File: src/common/sm_macros.svh
`ifndef SM_MACROS_SVH
`define SM_MACROS_SVH

// Core sizes.
`define SM_DATA_W     16 // Width of every register and of the datapath.
`define SM_NREGS      8  // General registers R0 to R7.
`define SM_REG_IDX_W  3  // Bits needed to address one general register.
`define SM_IMM_W      8  // Immediate field of MOV Rn,#imm8.

// Lowest bit of each field in the 16-bit instruction word.
`define SM_OPC_LSB    13 // opcode in [15:13].
`define SM_OP_LSB     11 // op in [12:11].
`define SM_RN_LSB     8  // Rn in [10:8].
`define SM_RD_LSB     5  // Rd in [7:5].
`define SM_SH_LSB     3  // shift in [4:3].

`endif

File: src/common/sm_pkg.sv
package sm_pkg;

    // --------------------
    // Instruction fields
    // --------------------

    // Only two opcodes are decoded. Everything else leaves the core waiting.
    typedef enum logic [2:0] {
        OPC_ALU = 3'b101, // ADD, CMP, AND and MVN.
        OPC_MOV = 3'b110  // MOV immediate and MOV register.
    } opcode_e;

    // The op field also picks the MOV variant, so 00 and 10 double as the two MOV forms.
    typedef enum logic [1:0] {
        ALU_ADD = 2'b00,
        ALU_SUB = 2'b01, // Used by CMP.
        ALU_AND = 2'b10,
        ALU_NOT = 2'b11  // Used by MVN.
    } alu_op_e;

    // Shift applied to the B operand on its way into the ALU.
    typedef enum logic [1:0] {
        SH_NONE = 2'b00,
        SH_LSL1 = 2'b01, // Left by one, zero in.
        SH_LSR1 = 2'b10, // Right by one, zero in.
        SH_ASR1 = 2'b11  // Right by one, sign bit copied in.
    } shift_op_e;

    // --------------------
    // Control encodings
    // --------------------

    // Which register field of the instruction addresses the register file.
    typedef enum logic [1:0] {
        RSEL_RM = 2'b00,
        RSEL_RD = 2'b01,
        RSEL_RN = 2'b10
    } reg_sel_e;

    // Source of the register file write data.
    typedef enum logic [1:0] {
        WB_C   = 2'b00, // Result register C.
        WB_IMM = 2'b10  // Sign-extended immediate.
    } wb_sel_e;

    // Controller states. Each instruction walks its own fixed chain.
    typedef enum logic [4:0] {
        S_WAIT,
        S_MOVI,
        S_MOV1, S_MOV2, S_MOV3,
        S_MVN1, S_MVN2, S_MVN3,
        S_ADD1, S_ADD2, S_ADD3, S_ADD4,
        S_CMP1, S_CMP2, S_CMP3, S_CMP4,
        S_AND1, S_AND2, S_AND3, S_AND4
    } ctrl_state_e;

endpackage

File: src/datapath/sm_regfile.sv
`timescale 1ns/100ps
`include "sm_macros.svh"

module sm_regfile (
    input  logic                     clk,
    input  logic                     w_en,
    input  logic [`SM_REG_IDX_W-1:0] idx,   // Shared by the read and the write port.
    input  logic [`SM_DATA_W-1:0]    wdata,
    output logic [`SM_DATA_W-1:0]    rdata
);

    // Eight general registers. Contents are unknown until first written.
    logic [`SM_DATA_W-1:0] regs [`SM_NREGS];

    // Write at the clock edge.
    always_ff @(posedge clk) begin
        if (w_en) begin
            regs[idx] <= wdata;
        end
    end

    // Read is combinational. A write shows up on rdata after the edge.
    assign rdata = regs[idx];

endmodule

File: src/datapath/sm_datapath.sv
`timescale 1ns/100ps
`include "sm_macros.svh"

module sm_datapath (
    input  logic                     clk,
    input  logic                     rst_n,
    input  logic [`SM_REG_IDX_W-1:0] reg_idx,
    input  logic                     w_en,
    input  sm_pkg::wb_sel_e          wb_sel,
    input  logic [`SM_DATA_W-1:0]    sximm8,
    input  sm_pkg::shift_op_e        shift_op,
    input  sm_pkg::alu_op_e          alu_op,
    input  logic                     en_a,
    input  logic                     en_b,
    input  logic                     en_c,
    input  logic                     en_status,
    input  logic                     sel_a,
    output logic [`SM_DATA_W-1:0]    out,
    output logic                     z,
    output logic                     n,
    output logic                     v
);

    localparam int MSB = `SM_DATA_W - 1;

    logic [MSB:0] rdata;   // Register file read port.
    logic [MSB:0] wdata;   // Register file write port.
    logic [MSB:0] a_q;     // Operand A, holds Rn.
    logic [MSB:0] b_q;     // Operand B, holds Rm before the shift.
    logic [MSB:0] c_q;     // Result register.
    logic [MSB:0] a_in;
    logic [MSB:0] b_sh;
    logic [MSB:0] diff;
    logic [MSB:0] alu_res;
    logic         sub_ovf;
    logic         z_q;
    logic         n_q;
    logic         v_q;

    sm_regfile u_regfile (
        .clk   (clk),
        .w_en  (w_en),
        .idx   (reg_idx),
        .wdata (wdata),
        .rdata (rdata)
    );

    // Operand registers hold whatever was last read. They carry no reset.
    always_ff @(posedge clk) begin
        if (en_a) a_q <= rdata;
        if (en_b) b_q <= rdata;
    end

    // --------------------
    // Shifter and ALU
    // --------------------

    always_comb begin
        case (shift_op)
            sm_pkg::SH_LSL1: b_sh = {b_q[MSB-1:0], 1'b0};
            sm_pkg::SH_LSR1: b_sh = {1'b0, b_q[MSB:1]};
            sm_pkg::SH_ASR1: b_sh = {b_q[MSB], b_q[MSB:1]};
            default:         b_sh = b_q;
        endcase
    end

    assign a_in = sel_a ? '0 : a_q; // Moves add shifted B to zero.
    assign diff = a_in - b_sh;

    // Signed overflow of A minus B. Operands differ in sign and the result
    // takes the sign of B.
    assign sub_ovf = (a_in[MSB] ^ b_sh[MSB]) & (diff[MSB] ^ a_in[MSB]);

    always_comb begin
        case (alu_op)
            sm_pkg::ALU_ADD: alu_res = a_in + b_sh;
            sm_pkg::ALU_SUB: alu_res = diff;
            sm_pkg::ALU_AND: alu_res = a_in & b_sh;
            default:         alu_res = ~b_sh; // MVN ignores A.
        endcase
    end

    // --------------------
    // Result and flags
    // --------------------

    always_ff @(posedge clk) begin
        if (!rst_n) begin
            c_q <= '0;
            z_q <= 1'b0;
            n_q <= 1'b0;
            v_q <= 1'b0;
        end else begin
            if (en_c) c_q <= alu_res;
            // Only CMP raises en_status, so the ALU is subtracting here.
            if (en_status) begin
                z_q <= (alu_res == '0);
                n_q <= alu_res[MSB];
                v_q <= sub_ovf;
            end
        end
    end

    // Writeback is either the result or the immediate.
    assign wdata = (wb_sel == sm_pkg::WB_IMM) ? sximm8 : c_q;

    assign out = c_q;
    assign z   = z_q;
    assign n   = n_q;
    assign v   = v_q;

endmodule

File: src/controller/sm_instr_decoder.sv
`timescale 1ns/100ps
`include "sm_macros.svh"

module sm_instr_decoder (
    input  logic                     clk,
    input  logic                     rst_n,
    input  logic [15:0]              instr,
    input  logic                     load,
    input  sm_pkg::reg_sel_e         reg_sel,
    output sm_pkg::opcode_e          opcode,
    output sm_pkg::alu_op_e          alu_op,
    output sm_pkg::shift_op_e        shift_op,
    output logic [`SM_REG_IDX_W-1:0] reg_idx,
    output logic [`SM_DATA_W-1:0]    sximm8
);

    logic [15:0] ir; // Instruction register.
    logic [`SM_REG_IDX_W-1:0] rn;
    logic [`SM_REG_IDX_W-1:0] rd;
    logic [`SM_REG_IDX_W-1:0] rm;

    // Reset leaves opcode 000, which the controller never accepts.
    always_ff @(posedge clk) begin
        if (!rst_n) begin
            ir <= '0;
        end else if (load) begin
            ir <= instr; // The host must not load while the core is busy.
        end
    end

    // --------------------
    // Field split
    // --------------------

    assign opcode   = sm_pkg::opcode_e'(ir[`SM_OPC_LSB +: 3]);
    assign alu_op   = sm_pkg::alu_op_e'(ir[`SM_OP_LSB +: 2]);
    assign shift_op = sm_pkg::shift_op_e'(ir[`SM_SH_LSB +: 2]);
    assign rn       = ir[`SM_RN_LSB +: `SM_REG_IDX_W];
    assign rd       = ir[`SM_RD_LSB +: `SM_REG_IDX_W];
    assign rm       = ir[`SM_REG_IDX_W-1:0]; // Rm sits in the lowest bits.

    // The immediate overlaps Rd, shift and Rm. Only MOV imm uses it.
    assign sximm8 = {{(`SM_DATA_W-`SM_IMM_W){ir[`SM_IMM_W-1]}}, ir[`SM_IMM_W-1:0]};

    // One read/write index for the register file, chosen by the controller state.
    always_comb begin
        case (reg_sel)
            sm_pkg::RSEL_RN: reg_idx = rn;
            sm_pkg::RSEL_RD: reg_idx = rd;
            default:         reg_idx = rm;
        endcase
    end

endmodule

File: src/controller/sm_controller.sv
`timescale 1ns/100ps

module sm_controller (
    input  logic             clk,
    input  logic             rst_n,
    input  logic             start,
    input  sm_pkg::opcode_e  opcode,
    input  sm_pkg::alu_op_e  alu_op,
    output logic             waiting,
    output sm_pkg::reg_sel_e reg_sel,
    output sm_pkg::wb_sel_e  wb_sel,
    output logic             w_en,
    output logic             en_a,
    output logic             en_b,
    output logic             en_c,
    output logic             en_status,
    output logic             sel_a
);

    sm_pkg::ctrl_state_e state;
    sm_pkg::ctrl_state_e state_nxt;

    // --------------------
    // Next state
    // --------------------

    always_comb begin
        state_nxt = sm_pkg::S_WAIT; // Every chain ends back in S_WAIT.
        case (state)
            sm_pkg::S_WAIT: begin
                // Branch on opcode and op. Unknown encodings simply stay here.
                if (start && opcode == sm_pkg::OPC_ALU) begin
                    case (alu_op)
                        sm_pkg::ALU_ADD: state_nxt = sm_pkg::S_ADD1;
                        sm_pkg::ALU_SUB: state_nxt = sm_pkg::S_CMP1;
                        sm_pkg::ALU_AND: state_nxt = sm_pkg::S_AND1;
                        default:         state_nxt = sm_pkg::S_MVN1;
                    endcase
                end else if (start && opcode == sm_pkg::OPC_MOV
                             && alu_op == sm_pkg::ALU_AND) begin
                    state_nxt = sm_pkg::S_MOVI; // op 10 is the immediate form.
                end else if (start && opcode == sm_pkg::OPC_MOV
                             && alu_op == sm_pkg::ALU_ADD) begin
                    state_nxt = sm_pkg::S_MOV1; // op 00 is the register form.
                end
            end
            sm_pkg::S_MOV1: state_nxt = sm_pkg::S_MOV2;
            sm_pkg::S_MOV2: state_nxt = sm_pkg::S_MOV3;
            sm_pkg::S_MVN1: state_nxt = sm_pkg::S_MVN2;
            sm_pkg::S_MVN2: state_nxt = sm_pkg::S_MVN3;
            sm_pkg::S_ADD1: state_nxt = sm_pkg::S_ADD2;
            sm_pkg::S_ADD2: state_nxt = sm_pkg::S_ADD3;
            sm_pkg::S_ADD3: state_nxt = sm_pkg::S_ADD4;
            sm_pkg::S_CMP1: state_nxt = sm_pkg::S_CMP2;
            sm_pkg::S_CMP2: state_nxt = sm_pkg::S_CMP3;
            sm_pkg::S_CMP3: state_nxt = sm_pkg::S_CMP4;
            sm_pkg::S_AND1: state_nxt = sm_pkg::S_AND2;
            sm_pkg::S_AND2: state_nxt = sm_pkg::S_AND3;
            sm_pkg::S_AND3: state_nxt = sm_pkg::S_AND4;
            default:        state_nxt = sm_pkg::S_WAIT; // MOVI, MOV3, MVN3, ADD4, CMP4, AND4.
        endcase
    end

    always_ff @(posedge clk) begin
        if (!rst_n) begin
            state <= sm_pkg::S_WAIT;
        end else begin
            state <= state_nxt;
        end
    end

    // --------------------
    // Moore outputs
    // --------------------

    assign waiting = (state == sm_pkg::S_WAIT); // Low for the whole execution.

    always_comb begin
        // Idle values. Rm is the default index since most states read it or do not care.
        reg_sel   = sm_pkg::RSEL_RM;
        wb_sel    = sm_pkg::WB_C;
        w_en      = 1'b0;
        en_a      = 1'b0;
        en_b      = 1'b0;
        en_c      = 1'b0;
        en_status = 1'b0;
        sel_a     = 1'b0;
        case (state)
            // First step of the three-operand forms loads A from Rn.
            sm_pkg::S_ADD1, sm_pkg::S_CMP1, sm_pkg::S_AND1: begin
                reg_sel = sm_pkg::RSEL_RN;
                en_a    = 1'b1;
            end
            // B always comes from Rm, which is the default index.
            sm_pkg::S_ADD2, sm_pkg::S_CMP2, sm_pkg::S_AND2,
            sm_pkg::S_MVN1, sm_pkg::S_MOV1: begin
                en_b = 1'b1;
            end
            sm_pkg::S_ADD3, sm_pkg::S_AND3: begin
                en_c = 1'b1; // Capture Rn op shifted Rm.
            end
            // The moves force A to zero so the ALU passes shifted B through.
            sm_pkg::S_MVN2, sm_pkg::S_MOV2: begin
                en_c  = 1'b1;
                sel_a = 1'b1;
            end
            sm_pkg::S_ADD4, sm_pkg::S_AND4, sm_pkg::S_MVN3, sm_pkg::S_MOV3: begin
                reg_sel = sm_pkg::RSEL_RD; // Write C back to Rd.
                w_en    = 1'b1;
            end
            sm_pkg::S_MOVI: begin
                reg_sel = sm_pkg::RSEL_RN; // The immediate form targets Rn.
                wb_sel  = sm_pkg::WB_IMM;
                w_en    = 1'b1;
            end
            sm_pkg::S_CMP4: en_status = 1'b1; // CMP3 is a settle cycle with no enables.
            default: ;
        endcase
    end

endmodule

File: src/design/sm_cpu.sv
`timescale 1ns/100ps
`include "sm_macros.svh"

module sm_cpu (
    input  logic                  clk,
    input  logic                  rst_n,
    input  logic [15:0]           instr,   // Instruction word from the host.
    input  logic                  load,    // Captures instr into the instruction register.
    input  logic                  start,   // Begins execution of the stored instruction.
    output logic [`SM_DATA_W-1:0] out,     // Mirror of result register C.
    output logic                  z,
    output logic                  n,
    output logic                  v,
    output logic                  waiting  // High while the core is idle.
);

    // Decoder to controller and datapath.
    sm_pkg::opcode_e   opcode;
    sm_pkg::alu_op_e   alu_op;
    sm_pkg::shift_op_e shift_op;
    logic [`SM_REG_IDX_W-1:0] reg_idx;
    logic [`SM_DATA_W-1:0]    sximm8;

    // Controller to decoder and datapath.
    sm_pkg::reg_sel_e reg_sel;
    sm_pkg::wb_sel_e  wb_sel;
    logic w_en;
    logic en_a;
    logic en_b;
    logic en_c;
    logic en_status;
    logic sel_a;

    sm_instr_decoder u_decoder (
        .clk      (clk),
        .rst_n    (rst_n),
        .instr    (instr),
        .load     (load),
        .reg_sel  (reg_sel),
        .opcode   (opcode),
        .alu_op   (alu_op),
        .shift_op (shift_op),
        .reg_idx  (reg_idx),
        .sximm8   (sximm8)
    );

    sm_controller u_controller (
        .clk       (clk),
        .rst_n     (rst_n),
        .start     (start),
        .opcode    (opcode),
        .alu_op    (alu_op),
        .waiting   (waiting),
        .reg_sel   (reg_sel),
        .wb_sel    (wb_sel),
        .w_en      (w_en),
        .en_a      (en_a),
        .en_b      (en_b),
        .en_c      (en_c),
        .en_status (en_status),
        .sel_a     (sel_a)
    );

    sm_datapath u_datapath (
        .clk (clk), .rst_n (rst_n),
        .reg_idx (reg_idx), .w_en (w_en), .wb_sel (wb_sel), .sximm8 (sximm8),
        .shift_op (shift_op), .alu_op (alu_op),
        .en_a (en_a), .en_b (en_b), .en_c (en_c), .en_status (en_status), .sel_a (sel_a),
        .out (out), .z (z), .n (n), .v (v)
    );

endmodule

File: config.mk
export PLATFORM = sky130hd
export DESIGN_NAME = sm_cpu
export DESIGN_NICKNAME = d
export VERILOG_FILES = /design/src/common/sm_pkg.sv /design/src/datapath/sm_regfile.sv /design/src/datapath/sm_datapath.sv /design/src/controller/sm_instr_decoder.sv /design/src/controller/sm_controller.sv /design/src/design/sm_cpu.sv
export VERILOG_INCLUDE_DIRS = /design/src /design/src/common
export SDC_FILE = /design/constraint.sdc
export NUM_CORES = 1
export LEC_CHECK = 0
export BUFFER_PORTS_ARGS = -buffer_cell sky130_fd_sc_hd__clkbuf_2
export CORE_ASPECT_RATIO = 0.9
export CORE_MARGIN = 5
export CORE_UTILIZATION = 35
export DETAILED_ROUTE_END_ITERATION = 16
export PLACE_DENSITY = 0.56
export SLEW_MARGIN = 20
export SYNTH_ARGS = -nofsm -noshare
export SYNTH_HDL_FRONTEND = slang
export SYNTH_HIERARCHICAL = 1
export SYNTH_SLANG_ARGS = --single-unit
File: constraint.sdc
create_clock -name clk -period 5.05 [get_ports clk]
set_input_delay 1.01 -clock clk [delete_from_list [all_inputs] [get_ports clk]]
set_output_delay 1.01 -clock clk [all_outputs]
set_load 0.05 [all_outputs]
==> flow_summary_export.csv, run 1 <==
group,metric,value,unit
timing,fmax,231.9,MHz
global_route,grt_pass1_vias,6859,
global_route,grt.total_usage,0.1497,
pwr,p_leak,4.364,nW
die,core_area,30030,µm²
die,chipWidth,194.3,µm
synthesis,yosysMostFrequentCell,"edfxtp_1",
worst_setup_path,cp_slowest_cell,"dfxtp_1",
timing,clock_skew,0.01752,ns
clocking,cts_buffer_depth,2,
timing,tns,0,ns
synthesis,yosysUniqueCellTypes,70,
worst_setup_path,worstSetupEndpoint,"u_datapath/z",
finish,nets,950,
placement,dpl.hpwl,18350,µm
global_route,grt_overflow_total,0,
synthesis,synth-seq-area-share,0.5239,
synthesis,synthTopCellsByArea,"edfxtp_1, dfxtp_1, mux2_2, ha_1, mux4_1",
worst_setup_path,crit_start,"u_controller/state[2]",
worst_setup_path,critPathLaunchType,"flip-flop",
timing,worstMarginPinSlew,0.9731,ns
synthesis,synth_ff_type,"edfxtp_1",
placement,place_inst,1278,
clocking,cts_hold_buf,0,
synthesis,synth.avg_cell_area,12.09,µm²
global_route,grt_start_max_net_pins,51,
worst_setup_path,critPathTopFamily,"simple AND/OR/NAND/NOR gates",
worst_setup_path,r2r_cells,13,
finish,utilization,0.3931,
synthesis,synth_nets,941,
worst_setup_path,worst_setup_path_end_kind,"flip-flop",
clocking,insertion_delay,0.43,ns
worst_setup_path,cp_max_fo,13,
detailed_routing,vias,6970,
synthesis,yosysTopAreaCell,"edfxtp_1",
die,io_pins,40,
worst_setup_path,arrival,4.69,ns
clocking,cts_tree,"yes",
timing,finalCriticalPeriod,4.311,ns
clocking,cts_setup_buffers,0,
synthesis,ys_warn_count,6,
clocking,cts_root_buf,"clkbuf_16",
pwr,p_per_area,301.5,nW/µm²
worst_setup_path,max_stage_delay,0.56,ns
die,initial_core_util,0.3563,
timing,finalSetupViolCount,0,
detailed_routing,drt-total-wl,25620,µm
job,maxCapViolCount,0,
finish,diodes,0,
global_route,antenna_found_initial,0,
detailed_routing,avgRoutedWirePerCell,19.56,µm
placement,pre_cts_slack,0.7821,ns
clocking,cts.sinks,200,
die,dieArea,34170,µm²
detailed_routing,drtIter0Drc,641,
worst_setup_path,cp_num_cells,13,
timing,rsz0062_at_grt,"false",
worst_setup_path,crit_type,"flip-flop to flip-flop",
worst_setup_path,crit_path_cell_trace,"xnor2_1 > nor3_1 > nor2b_1 > ha_1 > a211oi_1 > nor4_1 > o32ai_1 > nor3_1 > or4_1 > a31oi_1 > nand4_1 > nor4_1 > a21o_1",
detailed_routing,drc,0,
timing,hold_violations,0,
synthesis,post-synth-top-area-fraction,0.4491,
detailed_routing,drt-pass1-iter-count,5,
timing,timing.final.crit_share,0.8537,
placement,gp_congestion,0.8792,
die,rows,60,
worst_setup_path,path_buf_inv,0,
clocking,clkTransAtPathRegs,0.08,ns
status,status,"finished clean",
global_route,grt_pass1_wl,40220,µm
hold_path,hp-class,"flip-flop to flip-flop",
die,die_h,175.9,µm
detailed_routing,drtAntennaViolNets,0,
synthesis,synthTopCellsByCount,"edfxtp_1, nor2_1, nand2_1, nor2b_1, dfxtp_1",
finish,layout-drive-gt1-share,0.1841,
pwr,peakVddDrop,0.2119,mV
finish,num-fill-cells,2898,
synthesis,syn-instance-count,885,
synthesis,ys_ff_latch,200,
synthesis,async_flop_share,0,
worst_setup_path,r2r_end,"u_datapath/z",
clocking,ctsResizeCount,0,
worst_setup_path,cp_data_required_time,5.42,ns
worst_setup_path,ff2ff_setup_slack,0.74,ns
clocking,cts-buffers-inserted,17,
clocking,h-tree-depth,4,
timing,finalWorstSetupSlack,0.7387,ns
synthesis,syn_area,10700,µm²
timing,slew_violations,0,
placement,io_buffers,39,
timing,slew_headroom,0.3463,
worst_setup_path,reg2reg_from,"u_controller/state[2]",
finish,area_growth,10.33,%
synthesis,synth_edf_count,160,
detailed_routing,vias_per_cell,5.321,
finish,final_cells,1310,
-- tightest hold or removal path: cells and delay by family, from the launching register on --
family | cells | cell delay, ns
simple gates | 1 | 0.06
compound gates | 1 | 0.06
flops | 1 | 0.33
-- layer usage --
metal | vias to the layer above | track usage | share of wire
li1 | 3331 | - | -
met1 | 3469 | 0.2121 | 0.48
met2 | 152 | 0.2474 | 0.48
met3 | 18 | 0.02301 | 0.032
met4 | 0 | 0.02812 | 0.0075
met5 | - | 0 | 0
-- cell usage in the layout, fill, tap and decap left out, types with 5 or more instances in the layout --
cell / n
xnor2_1: 8
dfxtp_1: 40
nor2_1: 49
inv_1: 37
mux4_2: 10
o32ai_1: 5
ha_1: 34
clkinv_4: 5
clkbuf_16: 17
mux2i_1: 38
mux4_1: 15
a31oi_1: 11
mux2_2: 39
a21o_1: 5
nor4_1: 10
a211oi_1: 8
nor3b_1: 8
o211ai_1: 11
o31ai_1: 5
nor2b_1: 48
buf_4: 28
clkbuf_2: 39
nand2_1: 48
nand4_1: 5
nand3_1: 16
o21ai_0: 36
a21oi_1: 33
a32oi_1: 6
or2_2: 6
a22oi_1: 7
o211a_1: 7
nand2b_1: 14
edfxtp_1: 160
nor3_1: 20
-- layout make-up --
type	count	area, µm²	area share
Sequential cell	200	5605	0.4749
Inverter	37	138.9	0.01177
Tap cell	403	504.2	0.04272
Timing Repair Buffer	67	405.4	0.03434
Clock inverter	14	181.4	0.01537
Multi-Input combinational cell	571	4539	0.3846
Clock buffer	18	429.2	0.03636
-- where the power goes --
group	leakage, nW	internal [mW]	total, mW	switching (mW)
logic	2.13	0.154	0.402	0.248
clock network	0.296	0.713	1.37	0.658
registers	1.94	1.77	1.79	0.0115
total	4.36	2.64	3.56	0.917
-- state kept, by name, summed over array words and instances, names as in the netlist --
name / flops
u_datapath/a_q: 16
u_datapath/z: 1
u_datapath/v: 1
u_controller/state: 5
u_datapath/n: 1
u_datapath/out: 16
u_datapath/u_regfile/regs: 128
u_decoder/ir: 16
u_datapath/b_q: 16
-- worst min-delay path by stage --
stage	start	end	slack (ns)	cells past startpoint
final	u_datapath/v	u_datapath/v	0.51	2
after global routing	u_datapath/n	u_datapath/n	0.54	2
after CTS	u_datapath/n	u_datapath/n	0.51	2
after detailed placement	u_datapath/n	u_datapath/n	0.50	2
after global placement	u_datapath/n	u_datapath/n	0.49	2
after floorplan	u_decoder/ir[10]	u_decoder/ir[10]	0.48	2
-- per-stage QoR --
step	power [mW]	area [µm²]	hold WS (ns)
after floorplan	2.136	10700	0.4831
after global placement	2.217	11190	0.4880
after detailed placement	2.220	11190	0.4985
after CTS	3.587	11800	0.5107
after global routing	3.710	11800	0.5383
final	3.559	11800	0.5052
-- cell families after synthesis --
group,synth area share
muxes,0.1345
AOI/OAI and AO/OA,0.1108
DFF,0.5239
other,0.0003505
xor gates and xnor gates,0.009823
adders and majority gates,0.04350
buffers and inverters,0.05520
and+or+nand+nor,0.1220
Power figures use the tool's default switching activity.
==> run 2, diff against run 1 <==
MAX_ROUTING_LAYER = met4   (was unset)
==> flow_summary_export.csv, run 2 (synthesis gave the netlist of run 1 again) <==
group,metric,value,unit
clocking,h-tree-depth,4,
detailed_routing,vias_per_cell,5.294,
die,dieArea,34170,µm²
timing,tns,0,ns
pwr,peakVddDrop,0.2127,mV
timing,finalSetupViolCount,0,
global_route,antenna_found_initial,0,
clocking,ctsResizeCount,0,
worst_setup_path,ff2ff_setup_slack,0.70,ns
clocking,insertion_delay,0.43,ns
clocking,cts-buffers-inserted,17,
worst_setup_path,cp_slowest_cell,"dfxtp_1",
timing,rsz0062_at_grt,"false",
worst_setup_path,worst_setup_path_end_kind,"flip-flop",
hold_path,hold_path_depth,2,
die,rows,60,
die,chipWidth,194.3,µm
global_route,top_usage_layer,"met2",
clocking,cts_root_buf,"clkbuf_16",
timing,finalCriticalPeriod,4.352,ns
placement,gp_congestion,0.8938,
global_route,met1_usage,0.2116,
placement,dpl.hpwl,18350,µm
finish,multi_input_area,4539,µm²
worst_setup_path,crit_type,"flip-flop to flip-flop",
die,io_pins,40,
global_route,grt_overflow_total,0,
worst_setup_path,r2r_end,"u_datapath/z",
worst_setup_path,cp_max_fo,13,
worst_setup_path,max_stage_delay,0.56,ns
timing,slew_headroom,0.3049,
timing,hold_violations,0,
finish,regMostFlops,"u_datapath/u_regfile/regs",
clocking,cts_hold_buf,0,
finish,seq_area,5605,µm²
clocking,clkTransAtPathRegs,0.08,ns
timing,clock_skew,0.01934,ns
pwr,p_leak,4.364,nW
detailed_routing,drc,0,
timing,timing.final.crit_share,0.8617,
worst_setup_path,critPathLaunchType,"flip-flop",
global_route,grt_pass1_wl,40230,µm
finish,num-fill-cells,2898,
clocking,cts_buffer_depth,2,
finish,layout-drive-gt1-share,0.1841,
worst_setup_path,cp_data_required_time,5.42,ns
hold_path,worstHoldEndpoint,"u_datapath/n",
finish,area_growth,10.33,%
timing,worstMarginPinSlew,1.035,ns
status,status,"finished clean",
hold_path,min_from,"u_datapath/n",
die,core_area,30030,µm²
worst_setup_path,arrival,4.73,ns
detailed_routing,vias,6935,
detailed_routing,drt-pass1-iter-count,5,
placement,place_inst,1278,
timing,fmax,229.8,MHz
worst_setup_path,reg2reg_from,"u_controller/state[2]",
die,initial_core_util,0.3563,
worst_setup_path,r2r_cells,13,
worst_setup_path,crit_path_cell_trace,"xnor2_1 > nor3_1 > nor2b_1 > ha_1 > a211oi_1 > nor4_1 > o32ai_1 > nor3_1 > or4_1 > a31oi_1 > nand4_1 > nor4_1 > a21o_1",
placement,io_buffers,39,
finish,nets,950,
clocking,cts_setup_buffers,0,
detailed_routing,drtAntennaViolNets,0,
finish,layout_common_cells,"edfxtp_1, nor2_1, nand2_1, nor2b_1, dfxtp_1",
pwr,p_per_area,301.6,nW/µm²
job,maxCapViolCount,0,
hold_path,hp-class,"flip-flop to flip-flop",
die,die_h,175.9,µm
global_route,grt_use_met3,0.02301,
global_route,grt_start_max_net_pins,51,
global_route,grt.total_usage,0.1541,
timing,slew_violations,0,
clocking,cts.sinks,200,
finish,largest_register_ffs,128,
finish,layout_commonest_cell,"edfxtp_1",
clocking,cts_tree,"yes",
global_route,met2_usage,0.2478,
detailed_routing,drtIter0Drc,715,
detailed_routing,drt-total-wl,25580,µm
finish,final_cells,1310,
finish,diodes,0,
detailed_routing,avgRoutedWirePerCell,19.53,µm
global_route,grt_pass1_vias,6866,
[run 2: cell counts in the layout (fill, tap and decap cells not counted)]
Identical to the previous run, type by type.
[run 2: power breakdown]
| group | internal (mW) | total (mW) | switching (mW) |
|---|---|---|---|
| Clock | 0.713 | 1.37 | 0.659 |
| Sequential | 1.77 | 1.79 | 0.0116 |
| Combinational | 0.154 | 0.401 | 0.247 |
| Total | 2.64 | 3.56 | 0.918 |
[run 2: metrics by stage]
stage | power (mW) | worst slack, ns | utilization | instance area, µm² | hold slack (ns)
6_report | 3.560 | 0.6982 | 0.3931 | 11800 | 0.5031
5_1_grt | 3.710 | 0.3824 | 0.3931 | 11800 | 0.5383
4_1_cts | 3.587 | 0.7270 | 0.3931 | 11800 | 0.5107
3_5_place_dp | 2.220 | 0.7821 | 0.3728 | 11190 | 0.4985
3_3_place_gp | 2.217 | 0.8108 | 0.3728 | 11190 | 0.4880
2_1_floorplan | 2.136 | 0.01210 | - | 10700 | 0.4831
[run 2: metal layers]
metal  share of wire  up-vias  routed length, µm
li1                -     3331                  -
met4          0.0088        0                225
met1            0.49     3458              12440
met3           0.029       21                749
met2            0.48      125              12160
met5               0        -                  0
[run 2: worst max-delay path by stage]
| stage | cells after the start | endpoint | start |
|---|---|---|---|
| floorplan | 11 | u_datapath/u_regfile/regs[4][0] | u_controller/state[3] |
| global placement | 13 | u_datapath/z | u_controller/state[1] |
| detailed placement | 13 | u_datapath/z | u_controller/state[1] |
| CTS | 13 | u_datapath/z | u_controller/state[1] |
| global route | 13 | u_datapath/z | u_controller/state[2] |
| finish | 13 | u_datapath/z | u_controller/state[2] |
[run 2: worst max-delay path, delay by kind of cell, from the launching register on]
kind                     cells  cell delay (ns)
AND/OR/NAND/NOR              7             1.98
AO/OA/AOI/OAI                4             1.21
flip-flops                   1             0.56
adder cells (fa/ha/maj)      1             0.39
XOR/XNOR                     1             0.13
[run 2: layout make-up]
class | count | share of cell area
Clock buffer | 18 | 0.03636
Tap cell | 403 | 0.04272
Inverter | 37 | 0.01177
Timing Repair Buffer | 67 | 0.03434
Sequential cell | 200 | 0.4749
Clock inverter | 14 | 0.01537
Multi-Input combinational cell | 571 | 0.3846
==> run 3, diff against run 2 <==
CTS_CLUSTER_DIAMETER = 150   (was unset)
SYNTH_HIERARCHICAL = unset   (was 1)
==> flow_summary_export.csv, run 3 <==
group,metric,value,unit
timing,hold_violations,0,
status,status,"finished clean",
detailed_routing,drt-pass1-iter-count,5,
detailed_routing,drc,0,
global_route,grt_pass1_wl,42460,µm
finish,layout_common_cells,"edfxtp_1, nand2_1, a21oi_1",
die,dieArea,33380,µm²
synthesis,synth_edf_count,160,
synthesis,synth_nets,988,
placement,io_buffers,39,
synthesis,yosysMostFrequentCell,"edfxtp_1",
finish,layout_commonest_cell,"edfxtp_1",
global_route,grt.total_usage,0.1714,
die,io_pins,40,
detailed_routing,avgRoutedWirePerCell,20.13,µm
clocking,insertion_delay,0.44,ns
placement,dpl.hpwl,19780,µm
worst_setup_path,arrival,4.62,ns
timing,finalSetupViolCount,0,
pwr,switchingPower,940.2,µW
pwr,p_clk_frac,0.398,
worst_setup_path,critPathLaunchType,"flip-flop",
synthesis,syn-instance-count,932,
clocking,cts_hold_buf,0,
synthesis,yosysTopAreaCell,"edfxtp_1",
timing,clock_skew,0.01262,ns
synthesis,ys_ff_latch,200,
pwr,p_int,2.696,mW
timing,worstMarginPinSlew,1.046,ns
clocking,clkTransAtPathRegs,0.08,ns
global_route,grt_overflow_total,0,
die,core_area,29650,µm²
worst_setup_path,crit_type,"flip-flop to flip-flop",
clocking,h-tree-depth,4,
synthesis,ys_warn_count,0,
synthesis,syn_area,10440,µm²
finish,area_growth,13.47,%
pwr,pwr-share-comb,0.110,
clocking,cts_root_buf,"clkbuf_16",
timing,finalCriticalPeriod,4.264,ns
pwr,p_seq_frac,0.492,
clocking,cts-buffers-inserted,17,
global_route,antenna_found_initial,0,
global_route,grt_start_max_net_pins,38,
worst_setup_path,worst_setup_path_end_kind,"flip-flop",
finish,nets,1020,
detailed_routing,drtAntennaViolNets,0,
die,initial_core_util,0.3520,
synthesis,async_flop_share,0,
synthesis,synth_ff_type,"edfxtp_1",
detailed_routing,drtIter0Drc,655,
die,die_h,173.8,µm
detailed_routing,vias_per_cell,5.291,
timing,tns,0,ns
clocking,ctsResizeCount,0,
finish,num-fill-cells,2881,
synthesis,yosysUniqueCellTypes,82,
finish,largest_register_ffs,128,
timing,rsz0062_at_grt,"false",
pwr,p_leak,4.274,nW
worst_setup_path,cp_max_fo,17,
synthesis,synth-seq-area-share,0.5370,
timing,slew_violations,0,
worst_setup_path,cp_data_required_time,5.40,ns
timing,slew_headroom,0.3002,
finish,layout-drive-gt1-share,0.1658,
timing,timing.final.crit_share,0.8444,
pwr,swShare,0.2586,
finish,diodes,0,
die,chipWidth,192.0,µm
clocking,cts.sinks,200,
synthesis,synthTopCellsByCount,"edfxtp_1, nand2_1, a21oi_1",
clocking,cts_tree,"yes",
synthesis,synth.avg_cell_area,11.20,µm²
detailed_routing,drt-total-wl,27780,µm
clocking,cts_buffer_depth,2,
pwr,peakVddDrop,0.2008,mV
die,rows,60,
hold_path,hp-class,"flip-flop to flip-flop",
timing,fmax,234.5,MHz
pwr,p_per_area,307.0,nW/µm²
detailed_routing,vias,7301,
finish,regMostFlops,"u_datapath.u_regfile.regs",
finish,utilization,0.3994,
synthesis,post-synth-top-area-fraction,0.4603,
job,maxCapViolCount,0,
clocking,cts_setup_buffers,0,
synthesis,synthTopCellsByArea,"edfxtp_1, dfxtp_1, nand2_1, ha_1, mux2i_1",
global_route,grt_pass1_vias,6867,
placement,gp_congestion,0.8565,
==> run 3: cell families after synthesis <==
| logic type | Yosys count | synth area share |
|---|---|---|
| AOI/OAI and AO/OA | 237 | 0.1580 |
| xor gates and xnor gates | 14 | 0.01175 |
| adders and majority gates | 36 | 0.04459 |
| buffers and inverters | 92 | 0.03620 |
| DFF | 200 | 0.5370 |
| muxes | 62 | 0.07876 |
| and+or+nand+nor | 291 | 0.1337 |
==> run 3: worst paths after layout <==
| check | startpoint | endpoint | slack [ns] | cells past startpoint |
|---|---|---|---|---|
| max | u_controller.state[0] | u_datapath.z | 0.79 | 11 |
| min | u_datapath.v | u_datapath.v | 0.49 | 2 |
| max reg2reg | u_controller.state[0] | u_datapath.z | 0.79 | 11 |
| min reg2reg | u_datapath.v | u_datapath.v | 0.49 | 2 |
==> run 3: layout make-up <==
cell class	count	area [µm²]	share of cell area
multi-input combinational	640	4509	0.3807
inverter	34	127.6	0.01078
clock inverter	15	224.0	0.01891
tap	403	504.2	0.04257
timing repair buffer	71	447.9	0.03782
sequential	200	5605	0.4733
clock buffer	17	425.4	0.03592
==> run 3: through the flow <==
step | instances | cell area, µm² | hold slack (ns) | worst slack, ns | power, mW
after floorplan | 932 | 10440 | 0.4738 | 0.3115 | 2.112
after global placement | 1348 | 11190 | 0.4634 | 0.8038 | 2.222
after detailed placement | 1348 | 11190 | 0.4784 | 0.7486 | 2.222
after CTS | 1380 | 11840 | 0.4882 | 0.7234 | 3.670
after global routing | 1380 | 11840 | 0.5135 | 0.4559 | 3.776
final | 1380 | 11840 | 0.4865 | 0.7859 | 3.636
==> run 3: power groups by stage <==
| stage | logic (mW) | clock network [mW] | registers [mW] |
|---|---|---|---|
| after floorplan | 0.295 | 0 | 1.82 |
| after global placement | 0.396 | 0 | 1.83 |
| after detailed placement | 0.396 | 0 | 1.83 |
| after CTS | 0.398 | 1.48 | 1.79 |
| after global routing | 0.438 | 1.55 | 1.79 |
| final | 0.400 | 1.45 | 1.79 |
==> run 3: routing by layer <==
metal	global-route usage	vias up	wire length [µm]
met2	0.2507	171	12520
met1	0.2489	3588	13710
li1	-	3520	-
met5	-	-	0
met3	0.02960	22	1165
met4	0.04189	0	386
==> run 3: worst max-delay path, cell delays in order (launching register included) <==
cell and delay [ns]:
dfxtp_1 0.66, xor2_1 0.20, nand3_1 0.40, and2_1 0.36, ha_1 0.46, a221oi_4 0.41, o221ai_1 0.19, o311ai_0 0.69
nand4_1 0.21, nor4_2 0.24, a41oi_1 0.16, nor3_1 0.18
